--- config.mk ---
export PLATFORM = sky130hd
export DESIGN_NAME = dcache_top
export DESIGN_NICKNAME = d
export VERILOG_FILES = /design/src/logic/dcache_pkg.sv /design/src/logic/dcache_way_array.sv /design/src/logic/dcache_lru.sv /design/src/logic/dcache_req_stage.sv /design/src/logic/dcache_ctrl_fsm.sv /design/src/logic/dcache_top.sv
export SDC_FILE = /design/constraint.sdc
export NUM_CORES = 2
export LEC_CHECK = 0
export BUFFER_PORTS_ARGS = -buffer_cell sky130_fd_sc_hd__clkbuf_2
export CORE_AREA = 4 4 553 500
export CTS_BUF_LIST = sky130_fd_sc_hd__clkbuf_16
export DETAILED_ROUTE_END_ITERATION = 7
export DIE_AREA = 0 0 557 504
export PLACE_DENSITY = 0.49
export RECOVER_POWER = 25
export SYNTH_ARGS = -nofsm -noshare
export SYNTH_HDL_FRONTEND = slang
export SYNTH_HIERARCHICAL = 1
export SYNTH_SLANG_ARGS = --single-unit
--- constraint.sdc ---
create_clock -name clk -period 28.6 [get_ports clk]
set_input_delay 5.72 -clock clk [delete_from_list [all_inputs] [get_ports clk]]
set_output_delay 5.72 -clock clk [all_outputs]
set_load 0.02 [all_outputs]
--- src/logic/dcache_pkg.sv ---
`default_nettype none

package dcache_pkg;

    // word and address sizes
    localparam int addr_w   = 32;
    localparam int data_w   = 32;
    localparam int strb_w   = 4;   // one bit per byte

    // 16 sets, one word per line
    localparam int index_w  = 4;
    localparam int tag_w    = 26;  // addr_w - index_w - 2 offset bits
    localparam int num_sets = 16;

    // main controller states
    typedef enum logic [2:0] {
        st_idle    = 3'd0,
        st_lookup  = 3'd1,  // array output valid, tags compared
        st_rd_req  = 3'd2,  // read miss, waiting for addr_ok
        st_rd_wait = 3'd3,  // read miss, waiting for data_ok
        st_wr_req  = 3'd4,  // write-through to memory
        st_refill  = 3'd5   // one idle cycle after the line write
    } dcache_state_t;

endpackage : dcache_pkg

`default_nettype wire

--- src/logic/dcache_way_array.sv ---
`timescale 1ns/100ps
`default_nettype none

module dcache_way_array (
    input  logic                            clk,
    input  logic                            rstn,
    input  logic                            rd_en,
    input  logic [dcache_pkg::index_w-1:0]  rd_index,
    input  logic                            we,
    input  logic [dcache_pkg::index_w-1:0]  wr_index,
    input  logic [dcache_pkg::tag_w-1:0]    wr_tag,
    input  logic [dcache_pkg::data_w-1:0]   wr_data,
    input  logic [dcache_pkg::strb_w-1:0]   wr_strb,
    output logic [dcache_pkg::tag_w-1:0]    tag,
    output logic                            valid,
    output logic [dcache_pkg::data_w-1:0]   data
);
    import dcache_pkg::*;

    logic [tag_w-1:0]    tag_mem  [num_sets];
    logic [data_w-1:0]   data_mem [num_sets];
    logic [num_sets-1:0] valid_bits;

    //////////////////////////////
    // storage
    //////////////////////////////

    always_ff @(posedge clk) begin
        if (we) begin
            tag_mem[wr_index] <= wr_tag;
            for (int b = 0; b < strb_w; b++) begin
                if (wr_strb[b]) begin
                    data_mem[wr_index][8*b +: 8] <= wr_data[8*b +: 8];  // byte merge
                end
            end
        end
    end

    always_ff @(posedge clk or negedge rstn) begin
        if (!rstn) begin
            valid_bits <= '0;
        end else if (we) begin
            valid_bits[wr_index] <= 1'b1;
        end
    end

    //////////////////////////////
    // registered read port
    //////////////////////////////

    always_ff @(posedge clk) begin
        if (rd_en) begin
            tag  <= tag_mem[rd_index];
            data <= data_mem[rd_index];
        end
    end

    always_ff @(posedge clk or negedge rstn) begin
        if (!rstn) begin
            valid <= 1'b0;
        end else if (rd_en) begin
            valid <= valid_bits[rd_index];
        end
    end

endmodule : dcache_way_array

`default_nettype wire

--- src/logic/dcache_lru.sv ---
`timescale 1ns/100ps
`default_nettype none

module dcache_lru (
    input  logic                            clk,
    input  logic                            rstn,
    input  logic [dcache_pkg::index_w-1:0]  index,
    input  logic                            use0,
    input  logic                            use1,
    output logic                            victim
);
    import dcache_pkg::*;

    // bit set means way 1 is the least recently used
    logic [num_sets-1:0] lru_bits;

    always_ff @(posedge clk or negedge rstn) begin
        if (!rstn) begin
            lru_bits <= '0;
        end else if (use0) begin
            lru_bits[index] <= 1'b1;  // way 1 now older
        end else if (use1) begin
            lru_bits[index] <= 1'b0;
        end
    end

    assign victim = lru_bits[index];

endmodule : dcache_lru

`default_nettype wire

--- src/logic/dcache_req_stage.sv ---
`timescale 1ns/100ps
`default_nettype none

module dcache_req_stage (
    input  logic                            clk,
    input  logic                            rstn,
    input  logic                            buf_we,
    input  logic                            req_we,
    input  logic [dcache_pkg::addr_w-1:0]   req_addr,
    input  logic [dcache_pkg::data_w-1:0]   req_wdata,
    input  logic [dcache_pkg::strb_w-1:0]   req_wstrb,
    input  logic                            resp_from_mem,
    input  logic [dcache_pkg::data_w-1:0]   mem_rdata,
    input  logic [dcache_pkg::tag_w-1:0]    tag0,
    input  logic                            valid0,
    input  logic [dcache_pkg::data_w-1:0]   data0,
    input  logic [dcache_pkg::tag_w-1:0]    tag1,
    input  logic                            valid1,
    input  logic [dcache_pkg::data_w-1:0]   data1,
    output logic                            buf_we_op,
    output logic [dcache_pkg::index_w-1:0]  buf_index,
    output logic [dcache_pkg::tag_w-1:0]    buf_tag,
    output logic                            hit0,
    output logic                            hit1,
    output logic [dcache_pkg::data_w-1:0]   resp_rdata,
    output logic [dcache_pkg::addr_w-1:0]   mem_addr,
    output logic [dcache_pkg::data_w-1:0]   mem_wdata,
    output logic [dcache_pkg::strb_w-1:0]   mem_wstrb
);
    import dcache_pkg::*;

    logic [data_w-1:0] buf_wdata;
    logic [strb_w-1:0] buf_wstrb;

    // request buffer, loaded at acceptance
    always_ff @(posedge clk or negedge rstn) begin
        if (!rstn) begin
            buf_we_op <= 1'b0;
        end else if (buf_we) begin
            buf_we_op <= req_we;
        end
    end

    always_ff @(posedge clk) begin
        if (buf_we) begin
            buf_tag   <= req_addr[addr_w-1 -: tag_w];
            buf_index <= req_addr[index_w+1:2];
            buf_wdata <= req_wdata;
            buf_wstrb <= req_wstrb;
        end
    end

    // tag compare against the registered array outputs
    assign hit0 = valid0 && (tag0 == buf_tag);
    assign hit1 = valid1 && (tag1 == buf_tag);

    assign resp_rdata = resp_from_mem ? mem_rdata :  // forwarded refill word
                        hit1          ? data1     : data0;

    //////////////////////////////
    // memory request fields
    //////////////////////////////

    assign mem_addr  = {buf_tag, buf_index, 2'b00};
    assign mem_wdata = buf_wdata;
    assign mem_wstrb = buf_we_op ? buf_wstrb : {strb_w{1'b1}};  // reads fetch whole word

endmodule : dcache_req_stage

`default_nettype wire

--- src/logic/dcache_ctrl_fsm.sv ---
`timescale 1ns/100ps
`default_nettype none

module dcache_ctrl_fsm (
    input  logic        clk,
    input  logic        rstn,
    input  logic        req_valid,
    input  logic        hit0,
    input  logic        hit1,
    input  logic        buf_we_op,
    input  logic        victim,
    input  logic        mem_addr_ok,
    input  logic        mem_data_ok,
    output logic        req_ready,
    output logic        buf_we,
    output logic        resp_valid,
    output logic        resp_from_mem,
    output logic [1:0]  way_we,
    output logic        refill_sel,
    output logic        use0,
    output logic        use1,
    output logic        mem_req,
    output logic        mem_wr
);
    import dcache_pkg::*;

    dcache_state_t state;
    dcache_state_t next_state;
    logic          hit;

    assign hit = hit0 | hit1;

    //////////////////////////////
    // state register
    //////////////////////////////

    always_ff @(posedge clk or negedge rstn) begin
        if (!rstn) begin
            state <= st_idle;
        end else begin
            state <= next_state;
        end
    end

    //////////////////////////////
    // next state
    //////////////////////////////

    always_comb begin
        next_state = state;
        case (state)
            st_idle: begin
                if (req_valid) begin
                    next_state = st_lookup;
                end
            end
            st_lookup: begin
                if (buf_we_op) begin
                    next_state = st_wr_req;  // write-through, hit or not
                end else if (!hit) begin
                    // addr_ok may already come in this cycle
                    next_state = mem_addr_ok ? st_rd_wait : st_rd_req;
                end else if (req_valid) begin
                    next_state = st_lookup;  // back to back hit
                end else begin
                    next_state = st_idle;
                end
            end
            st_rd_req: begin
                if (mem_addr_ok) begin
                    next_state = st_rd_wait;
                end
            end
            st_rd_wait: begin
                if (mem_data_ok) begin
                    next_state = st_refill;
                end
            end
            st_wr_req: begin
                if (mem_addr_ok) begin
                    next_state = req_valid ? st_lookup : st_idle;
                end
            end
            st_refill: begin
                next_state = st_idle;
            end
            default: begin
                next_state = st_idle;
            end
        endcase
    end

    //////////////////////////////
    // output decode
    //////////////////////////////

    always_comb begin
        req_ready     = 1'b0;
        buf_we        = 1'b0;
        resp_valid    = 1'b0;
        resp_from_mem = 1'b0;
        way_we        = 2'b00;
        refill_sel    = 1'b0;
        use0          = 1'b0;
        use1          = 1'b0;
        mem_req       = 1'b0;
        mem_wr        = 1'b0;
        case (state)
            st_idle: begin
                req_ready = 1'b1;
                buf_we    = (next_state == st_lookup);
            end
            st_lookup: begin
                case (next_state)
                    st_lookup, st_idle: begin  // read hit
                        req_ready  = 1'b1;
                        buf_we     = (next_state == st_lookup);
                        resp_valid = 1'b1;
                        use0       = hit0;
                        use1       = hit1 & ~hit0;
                    end
                    st_rd_req, st_rd_wait: begin  // read miss
                        mem_req = 1'b1;
                    end
                    st_wr_req: begin
                        // store hit updates the line, a miss leaves it alone
                        if (hit0) begin
                            way_we[0] = 1'b1;
                            use0      = 1'b1;
                        end else if (hit1) begin
                            way_we[1] = 1'b1;
                            use1      = 1'b1;
                        end
                    end
                    default: begin
                    end
                endcase
            end
            st_rd_req: begin
                mem_req = 1'b1;  // held until addr_ok
            end
            st_rd_wait: begin
                if (next_state == st_refill) begin
                    resp_valid    = 1'b1;
                    resp_from_mem = 1'b1;
                    refill_sel    = 1'b1;
                    way_we        = victim ? 2'b10 : 2'b01;
                    use0          = ~victim;
                    use1          = victim;
                end
            end
            st_wr_req: begin
                mem_req = 1'b1;
                mem_wr  = 1'b1;
                if (mem_addr_ok) begin
                    req_ready = 1'b1;
                    buf_we    = (next_state == st_lookup);
                end
            end
            st_refill: begin
                // ready stays low, array write settles first
            end
            default: begin
            end
        endcase
    end

endmodule : dcache_ctrl_fsm

`default_nettype wire

--- src/logic/dcache_top.sv ---
`timescale 1ns/100ps
`default_nettype none

module dcache_top (
    input  logic                            clk,
    input  logic                            rstn,
    // processor port
    input  logic                            req_valid,
    input  logic                            req_we,
    input  logic [dcache_pkg::addr_w-1:0]   req_addr,
    input  logic [dcache_pkg::data_w-1:0]   req_wdata,
    input  logic [dcache_pkg::strb_w-1:0]   req_wstrb,
    output logic                            req_ready,
    output logic                            resp_valid,
    output logic [dcache_pkg::data_w-1:0]   resp_rdata,
    // memory port
    output logic                            mem_req,
    output logic                            mem_wr,
    output logic [dcache_pkg::addr_w-1:0]   mem_addr,
    output logic [dcache_pkg::data_w-1:0]   mem_wdata,
    output logic [dcache_pkg::strb_w-1:0]   mem_wstrb,
    input  logic                            mem_addr_ok,
    input  logic                            mem_data_ok,
    input  logic [dcache_pkg::data_w-1:0]   mem_rdata
);
    import dcache_pkg::*;

    logic               buf_we;
    logic               buf_we_op;
    logic [index_w-1:0] buf_index;
    logic [tag_w-1:0]   buf_tag;
    logic               hit0;
    logic               hit1;
    logic               victim;
    logic               use0;
    logic               use1;
    logic [1:0]         way_we;
    logic               refill_sel;
    logic               resp_from_mem;
    logic [tag_w-1:0]   tag0;
    logic [tag_w-1:0]   tag1;
    logic               valid0;
    logic               valid1;
    logic [data_w-1:0]  data0;
    logic [data_w-1:0]  data1;
    logic [data_w-1:0]  fill_data;
    logic [strb_w-1:0]  fill_strb;

    // line write source, refill or buffered store
    assign fill_data = refill_sel ? mem_rdata : mem_wdata;
    assign fill_strb = refill_sel ? {strb_w{1'b1}} : mem_wstrb;

    dcache_ctrl_fsm u_fsm (
        .clk(clk), .rstn(rstn), .req_valid(req_valid), .hit0(hit0), .hit1(hit1),
        .buf_we_op(buf_we_op), .victim(victim), .mem_addr_ok(mem_addr_ok),
        .mem_data_ok(mem_data_ok), .req_ready(req_ready), .buf_we(buf_we),
        .resp_valid(resp_valid), .resp_from_mem(resp_from_mem), .way_we(way_we),
        .refill_sel(refill_sel), .use0(use0), .use1(use1), .mem_req(mem_req), .mem_wr(mem_wr)
    );

    dcache_req_stage u_req (
        .clk(clk), .rstn(rstn), .buf_we(buf_we), .req_we(req_we), .req_addr(req_addr),
        .req_wdata(req_wdata), .req_wstrb(req_wstrb), .resp_from_mem(resp_from_mem),
        .mem_rdata(mem_rdata), .tag0(tag0), .valid0(valid0), .data0(data0),
        .tag1(tag1), .valid1(valid1), .data1(data1), .buf_we_op(buf_we_op),
        .buf_index(buf_index), .buf_tag(buf_tag), .hit0(hit0), .hit1(hit1),
        .resp_rdata(resp_rdata), .mem_addr(mem_addr), .mem_wdata(mem_wdata),
        .mem_wstrb(mem_wstrb)
    );

    dcache_lru u_lru (
        .clk(clk), .rstn(rstn), .index(buf_index), .use0(use0), .use1(use1), .victim(victim)
    );

    // both ways start their read with the accepted index
    dcache_way_array way0 (
        .clk(clk), .rstn(rstn), .rd_en(buf_we), .rd_index(req_addr[index_w+1:2]),
        .we(way_we[0]), .wr_index(buf_index), .wr_tag(buf_tag), .wr_data(fill_data),
        .wr_strb(fill_strb), .tag(tag0), .valid(valid0), .data(data0)
    );

    dcache_way_array way1 (
        .clk(clk), .rstn(rstn), .rd_en(buf_we), .rd_index(req_addr[index_w+1:2]),
        .we(way_we[1]), .wr_index(buf_index), .wr_tag(buf_tag), .wr_data(fill_data),
        .wr_strb(fill_strb), .tag(tag1), .valid(valid1), .data(data1)
    );

endmodule : dcache_top

`default_nettype wire

# Yosys cells after proc, flatten, opt, wreduce, memory -nomap -nowiden
# Memory sizes are Yosys's and may differ from the RTL's. A register that Yosys moved wholly into a read port is not among the register bits.
# Index checks and enable logic that the tools add are counted.
# totals
reg_bits	120
mem_count	4
mem_bits_rw	1856
# classes
n_eq_ne	11
order_cmp	3
n_reduce_logical	9
mux	73
n_bitwise	9
# memory_table
name	depth	word_bits	rd	rd_clocked_by_memory_dff	write_ports	line_no	text
way0.data_mem	16	32	1	1	1	dcache_way_array.sv:21	logic [data_w-1:0] data_mem [num_sets];
way1.data_mem	16	32	1	1	1	dcache_way_array.sv:21	
way0.tag_mem	16	26	1	1	1	dcache_way_array.sv:20	logic [tag_w-1:0] tag_mem [num_sets];
way1.tag_mem	16	26	1	1	1	dcache_way_array.sv:20	
# ops
op	count
32-bit 2-to-1 mux	3
26-bit == test	2
16-bit OR	3
1-bit 2-to-1 mux	43
16-bit 2-to-1 mux	2
3-bit 2-to-1 mux	6
16-bit bitwise AND	1
16-bit inverter	1
3-bit case mux with 5 select lines	1
1-bit binary-select mux with 4-bit select	3
3-bit by 2-bit == test with 1-bit output (second input constant)	4
1-bit case mux with 2 select lines	6
4-bit by 5-bit less-than comparator with 1-bit output (second input constant)	2
3-bit == test (second input constant)	3
4-bit 2-to-1 mux	2
3-bit by 1-bit == test with 1-bit output (second input constant)	2
3-bit logical NOT	2
2-bit 2-to-1 mux	3
1-bit case mux with 3 select lines	2
2-bit OR reduction	3
1-bit demux with 4-bit select	1
4-bit by 1-bit greater-or-equal comparator with 1-bit output (second input constant)	1
2-bit case mux with 2 select lines	1
1-bit logical AND	3
4 further kinds	5

# Longest topological paths before layout
# logic_depth
word_depth	13
mapped_depth	11
mapped_depth_nobuf	10

# By module
# Netlist, hierarchy kept.
# modules_own_cells
module	seq_area_each_um2	instances	cells_each	area_each_um2
dcache_way_array	30033.8	2	1474	37644.9
dcache_req_stage	2006.9	1	356	3844.9
dcache_lru	400.4	1	73	887.1
dcache_top	0.0	1	40	545.5
dcache_ctrl_fsm	75.1	1	44	365.4

# Worst setup path before layout
# OpenSTA, ideal clock, no wires.
# synth_timing
kind	input -> register
from	in mem_addr_ok
to	reg u_req.buf_we_op
path_buffers	0
path_slack_ns	13.695
setup_ns	0.102
arrival_time_ns	14.803
cell_stages	4
required_ns	28.498
cell_sequence	or3b_2 a211o_1 a211oi_2 mux2_2
# synth_between
elab_chain_cells	8
word_cells_on_any_way	12
# synth_rtl
element	line_no	text
start: declaration	dcache_top.sv:22	input logic mem_addr_ok,
1-bit 2-to-1 mux	dcache_ctrl_fsm.sv:62	next_state = mem_addr_ok ? st_rd_wait : st_rd_req;
3-bit 2-to-1 mux	dcache_ctrl_fsm.sv:60	end else if (!hit) begin
3-bit 2-to-1 mux	dcache_ctrl_fsm.sv:58	if (buf_we_op) begin
3-bit case mux with 5 select lines	dcache_ctrl_fsm.sv:51	case (state)
3-bit by 1-bit == test with 1-bit output or 3-bit logical NOT (tied branches)	--	
2-bit OR reduction	dcache_ctrl_fsm.sv:114	case (next_state)
1-bit 2-to-1 mux	dcache_ctrl_fsm.sv:114	
1-bit case mux with 3 select lines *	dcache_ctrl_fsm.sv:108	case (state)
net buf_we	dcache_top.sv:28	logic buf_we;
end signal: assignment	dcache_req_stage.sv:40	buf_we_op <= req_we;
end: declaration	dcache_req_stage.sv:20	output logic buf_we_op,
# Mark *: on every way through the listed nets, which the timed path passes. The rest lies on a longest branch.
# A chain may end at the register's enable or synchronous reset.

# Worst setup path after layout
# layout_timing
from	in mem_data_ok
to	out resp_rdata[28] in the netlist's numbering
# layout_between
elab_chain_cells	6
# layout_rtl
element	line_no	text
start: declaration	dcache_top.sv:23	input logic mem_data_ok,
3-bit 2-to-1 mux	dcache_ctrl_fsm.sv:75	if (mem_data_ok) begin
3-bit case mux with 5 select lines	dcache_ctrl_fsm.sv:51	
3-bit == test	dcache_ctrl_fsm.sv:143	if (next_state == st_refill) begin
1-bit 2-to-1 mux (2 in a row)	--	
net refill_sel	dcache_top.sv:38	logic refill_sel;
32-bit 2-to-1 mux	dcache_req_stage.sv:57	assign resp_rdata = resp_from_mem ? mem_rdata :
end: declaration	dcache_top.sv:15	output logic [dcache_pkg::data_w-1:0] resp_rdata,
# The timed path passes the listed nets, and every way through them passes these cells.

==> flow_metrics.py <==
metrics = {
    "status": {
        "status": "complete, but fails checks",
        "violations": "max-capacitance violations, max-slew violations",
    },
    "sta": {
        "holdWs_ns": 0.4623,
        "worst_slew_pin_slew_ns": 3.489,
        "hold_violations": 0,
        "fmax_mhz": 67.97,
        "setup_slack_ns": 13.89,
        "period_needed_ns": 14.71,
        "rsz0062_at_grt": "no",
        "slew_headroom_pct": -132.6,
        "worst_clock_skew_ns": 0.06114,
        "final-setup-viol-count": 0,
        "tns_ns": 0,
        "final_max_slew_viol_count": 922,
        "post-route-period-util_pct": 51.44,
    },
    "power": {
        "switchingPower_mw": 2.020,
        "powerDensity_nw_per_um2": 82.57,
        "p_leak_nw": 29.24,
        "peakVddDrop_mv": 0.06872,
        "combPwrFrac_pct": 13.0,
        "finalPower_mw": 7.693,
        "p_seq_share_pct": 50.7,
        "swShare_pct": 26.26,
        "clock_power_share_pct": 36.3,
        "p_int_mw": 5.673,
    },
    "hold_path": {
        "hold_depth": 1,
        "hold_end": "way0/valid_bits[10]",
        "hold_class": "flip-flop to flip-flop",
        "min_from": "way0/valid_bits[10]",
    },
    "critical_path": {
        "rrSetupSlack_ns": 20.51,
        "slowest_delay_ns": 1.00,
        "worstPathArrival_ns": 8.99,
        "critPathCaptureType": "output port",
        "crit_type": "input port to output port",
        "required_ns": 22.88,
        "cp_top_family": "buffers and inverters",
        "path_cells": "clkbuf_1 > nand4b_1 > clkinvlp_2 > buf_4 > buf_4 > o311ai_1 > clkbuf_2",
        "cp-start-kind": "input port",
        "cp_num_buf_inv": 5,
        "timing.rr.start": "u_req/buf_tag[24]",
        "path_max_fanout": 59,
        "crit_top_cell": "buf_4",
        "reg2reg_to": "way1/data[25]",
        "slowest_stage": "clkinvlp_2",
        "worstRegToRegCells": 13,
    },
    "clocking": {
        "cts_hold_buf": 0,
        "cts_resized": 0,
        "clk_transition_reported_paths_ns": 0.06,
        "cts_tree": "yes",
        "cts.sinks": 2092,
        "cts-root-buf": "clkbuf_16",
        "clkLatencyLatePin_ns": 0.87,
        "post_cts_buffers": 0,
        "cts_buffers": 224,
        "clock_path_buffers": 4,
        "cts_max_level": 4,
    },
    "place": {
        "placed_cells": 7128,
        "gp_congestion": 0.7104,
        "placed_area_sq_um": 86310,
        "dp_worst_setup_slack_ns": 14.42,
        "dp_hpwl_um": 117800,
        "io_buffers": 205,
    },
    "detailed_routing": {
        "vias_per_cell": 4.917,
        "avgRoutedWirePerCell_um": 27.72,
        "dr_total_vias": 37040,
        "drc_errors": 0,
        "wl_um": 208800,
        "drtIter0Drc": 3803,
        "final_antenna_net_count": 0,
        "first_pass_iters": 5,
    },
    "final_layout": {
        "postLayoutCellArea_sq_um": 93170,
        "drive_gt1_share_pct": 32.69,
        "area_growth_pct": 15.12,
        "fin_cells": 7533,
        "fin_util_pct": 34.48,
        "fin_nets": 3892,
    },
    "synthesis": {
        "ys.flop_type": "edfxtp_1",
        "async_flop_share_pct": 2.581,
        "muxShareOfSynthArea_pct": 17.40,
        "synthCells": 3461,
        "synthSimpleGateAreaFrac_pct": 2.467,
        "yosysWarnings": 6,
        "synth_edf_count": 2038,
        "synth_area_sq_um": 80930,
        "synth-xor-area-share_pct": 0.5627,
        "avgSynthCellArea_sq_um": 23.38,
        "seq_area_frac_synth_pct": 77.29,
        "synth_seq_cells": 2092,
        "synth-compound-area-share_pct": 0.6941,
        "synth_top_family_by_area": "multiplexers",
        "yosysUniqueCellTypes": 55,
        "synth_fa_ha_area_share_pct": 0,
    },
    "die": {
        "die_h_um": 504,
        "die_w_um": 557,
        "initial_core_util_pct": 29.96,
        "core_sq_um": 270200,
        "dieArea_sq_um": 280700,
        "num_io_pins": 210,
        "fp-row-count": 181,
    },
    "grt": {
        "grt_antenna_before_repair": 18,
        "overflow": 0,
        "grt_pass1_wl_um": 298300,
        "grt_usage_pct": 14.65,
        "grt_pass1_vias": 38490,
        "grt_max_degree": 89,
    },
    "job": {
        "maxCapViolCount": 26,
    },
}
how the worst max path moves through the flow:
stage,from,to,slack [ns],cells past startpoint
finish,mem_data_ok,resp_rdata[28],13.89,7
global placement,mem_data_ok,resp_rdata[28],14.48,9
CTS,mem_data_ok,resp_rdata[28],14.42,9
floorplan,mem_addr_ok,u_req/buf_we_op,13.70,4
detailed placement,mem_data_ok,resp_rdata[28],14.42,9
global route,mem_data_ok,resp_rdata[23],13.55,9
logic make-up (layout without fill, tap and decap cells):
group           after synthesis  in the layout
compound gates               80             80
mux                         650            650
buf+inv                     242            741
simple gates                344            344
xor+xnor                     52             52
other cells                   1              6
flops                      2092           2092
synthesized netlist by cell type (all sizes together) (3+ instances only):
library cell / count / area share [%]
and2: 128 / 0.99
nor2: 30 / 0.14
nor2b: 34 / 0.26
or2: 37 / 0.29
edfxtp: 2038 / 76
mux4: 592 / 16
xor2: 11 / 0.12
nor4: 5 / 0.039
nand3b: 5 / 0.046
mux2: 51 / 0.83
dfrtp: 54 / 1.7
nand4: 12 / 0.093
clkbuf: 79 / 0.37
mux2i: 7 / 0.087
buf: 127 / 1.0
o311ai: 32 / 0.35
inv: 36 / 0.17
xnor2: 41 / 0.44
nand2: 42 / 0.19
nor3: 16 / 0.099
or4b: 3 / 0.042
nand2b: 10 / 0.077
or3b: 4 / 0.043
o21ai: 38 / 0.23
nand3: 9 / 0.056
power groups by stage:
stage | clock, mW | combinational [mW] | sequential [mW]
5_1_grt | 3.01 | 1.10 | 3.92
3_5_place_dp | 0 | 1.05 | 3.95
4_1_cts | 2.88 | 1.05 | 3.89
3_3_place_gp | 0 | 1.02 | 3.95
2_1_floorplan | 0 | 0.542 | 4.02
6_report | 2.79 | 1.00 | 3.90
worst reg2reg max path, delay by kind of cell, from the launching register on:
family | cells | cell delay (ns)
AOI/OAI and AO/OA | 2 | 0.65
and+or+nand+nor | 4 | 1.98
xor gates and xnor gates | 1 | 0.43
DFF | 1 | 0.32
buffers and inverters | 6 | 4.25
flip-flops by register name, summed over array words and instances, names as in the netlist, named ones only:
signal,cells
u_fsm/state,3
u_req/buf_index,4
u_req/buf_tag,26
u_req/buf_we_op,1
u_req/buf_wstrb,4
u_req/mem_wdata,32
way0/data,32
way0/data_mem,512
way0/tag,26
way0/tag_mem,416
way0/valid,1
way0/valid_bits,16
way1/data,32
way1/data_mem,512
way1/tag,26
way1/tag_mem,416
way1/valid,1
way1/valid_bits,16
final cells by class:
type	instances	area [sq um]
sequential	2092	62550
fill	25140	177000
multi-input combinational	1128	17320
antenna	4	10.01
timing repair buffer	304	1692
clock inverter	174	1316
inverter	36	136.4
tap	3568	4464
clock buffer	227	5680
routing by layer:
layer / vias to the layer above / track usage, % / routed length [um]
li1: 15230 / - / -
met1: 20470 / 21.54 / 95320
met2: 1084 / 22.76 / 96990
met3: 260 / 2.742 / 12860
met4: 2 / 2.896 / 3663
met5: - / 0 / 8
layout by cell type, fill, tap and decap left out, types with 11 or more instances in the layout:
| cell type | count |
|---|---|
| clkbuf_1 | 33 |
| buf_4 | 69 |
| nor2_4 | 24 |
| mux4_2 | 590 |
| nand4_1 | 12 |
| o311ai_1 | 29 |
| xnor2_1 | 41 |
| mux2_4 | 23 |
| xor2_1 | 11 |
| clkbuf_2 | 198 |
| edfxtp_1 | 2038 |
| clkinv_2 | 36 |
| mux2_2 | 23 |
| and2_1 | 128 |
| bufinv_16 | 17 |
| dfrtp_1 | 54 |
| nor2b_1 | 34 |
| nand2_1 | 42 |
| or2_2 | 36 |
| clkbuf_16 | 227 |
| o21ai_0 | 37 |
| clkinv_1 | 54 |
| inv_1 | 74 |
No activity file was read; power rests on OpenSTA's default activity.
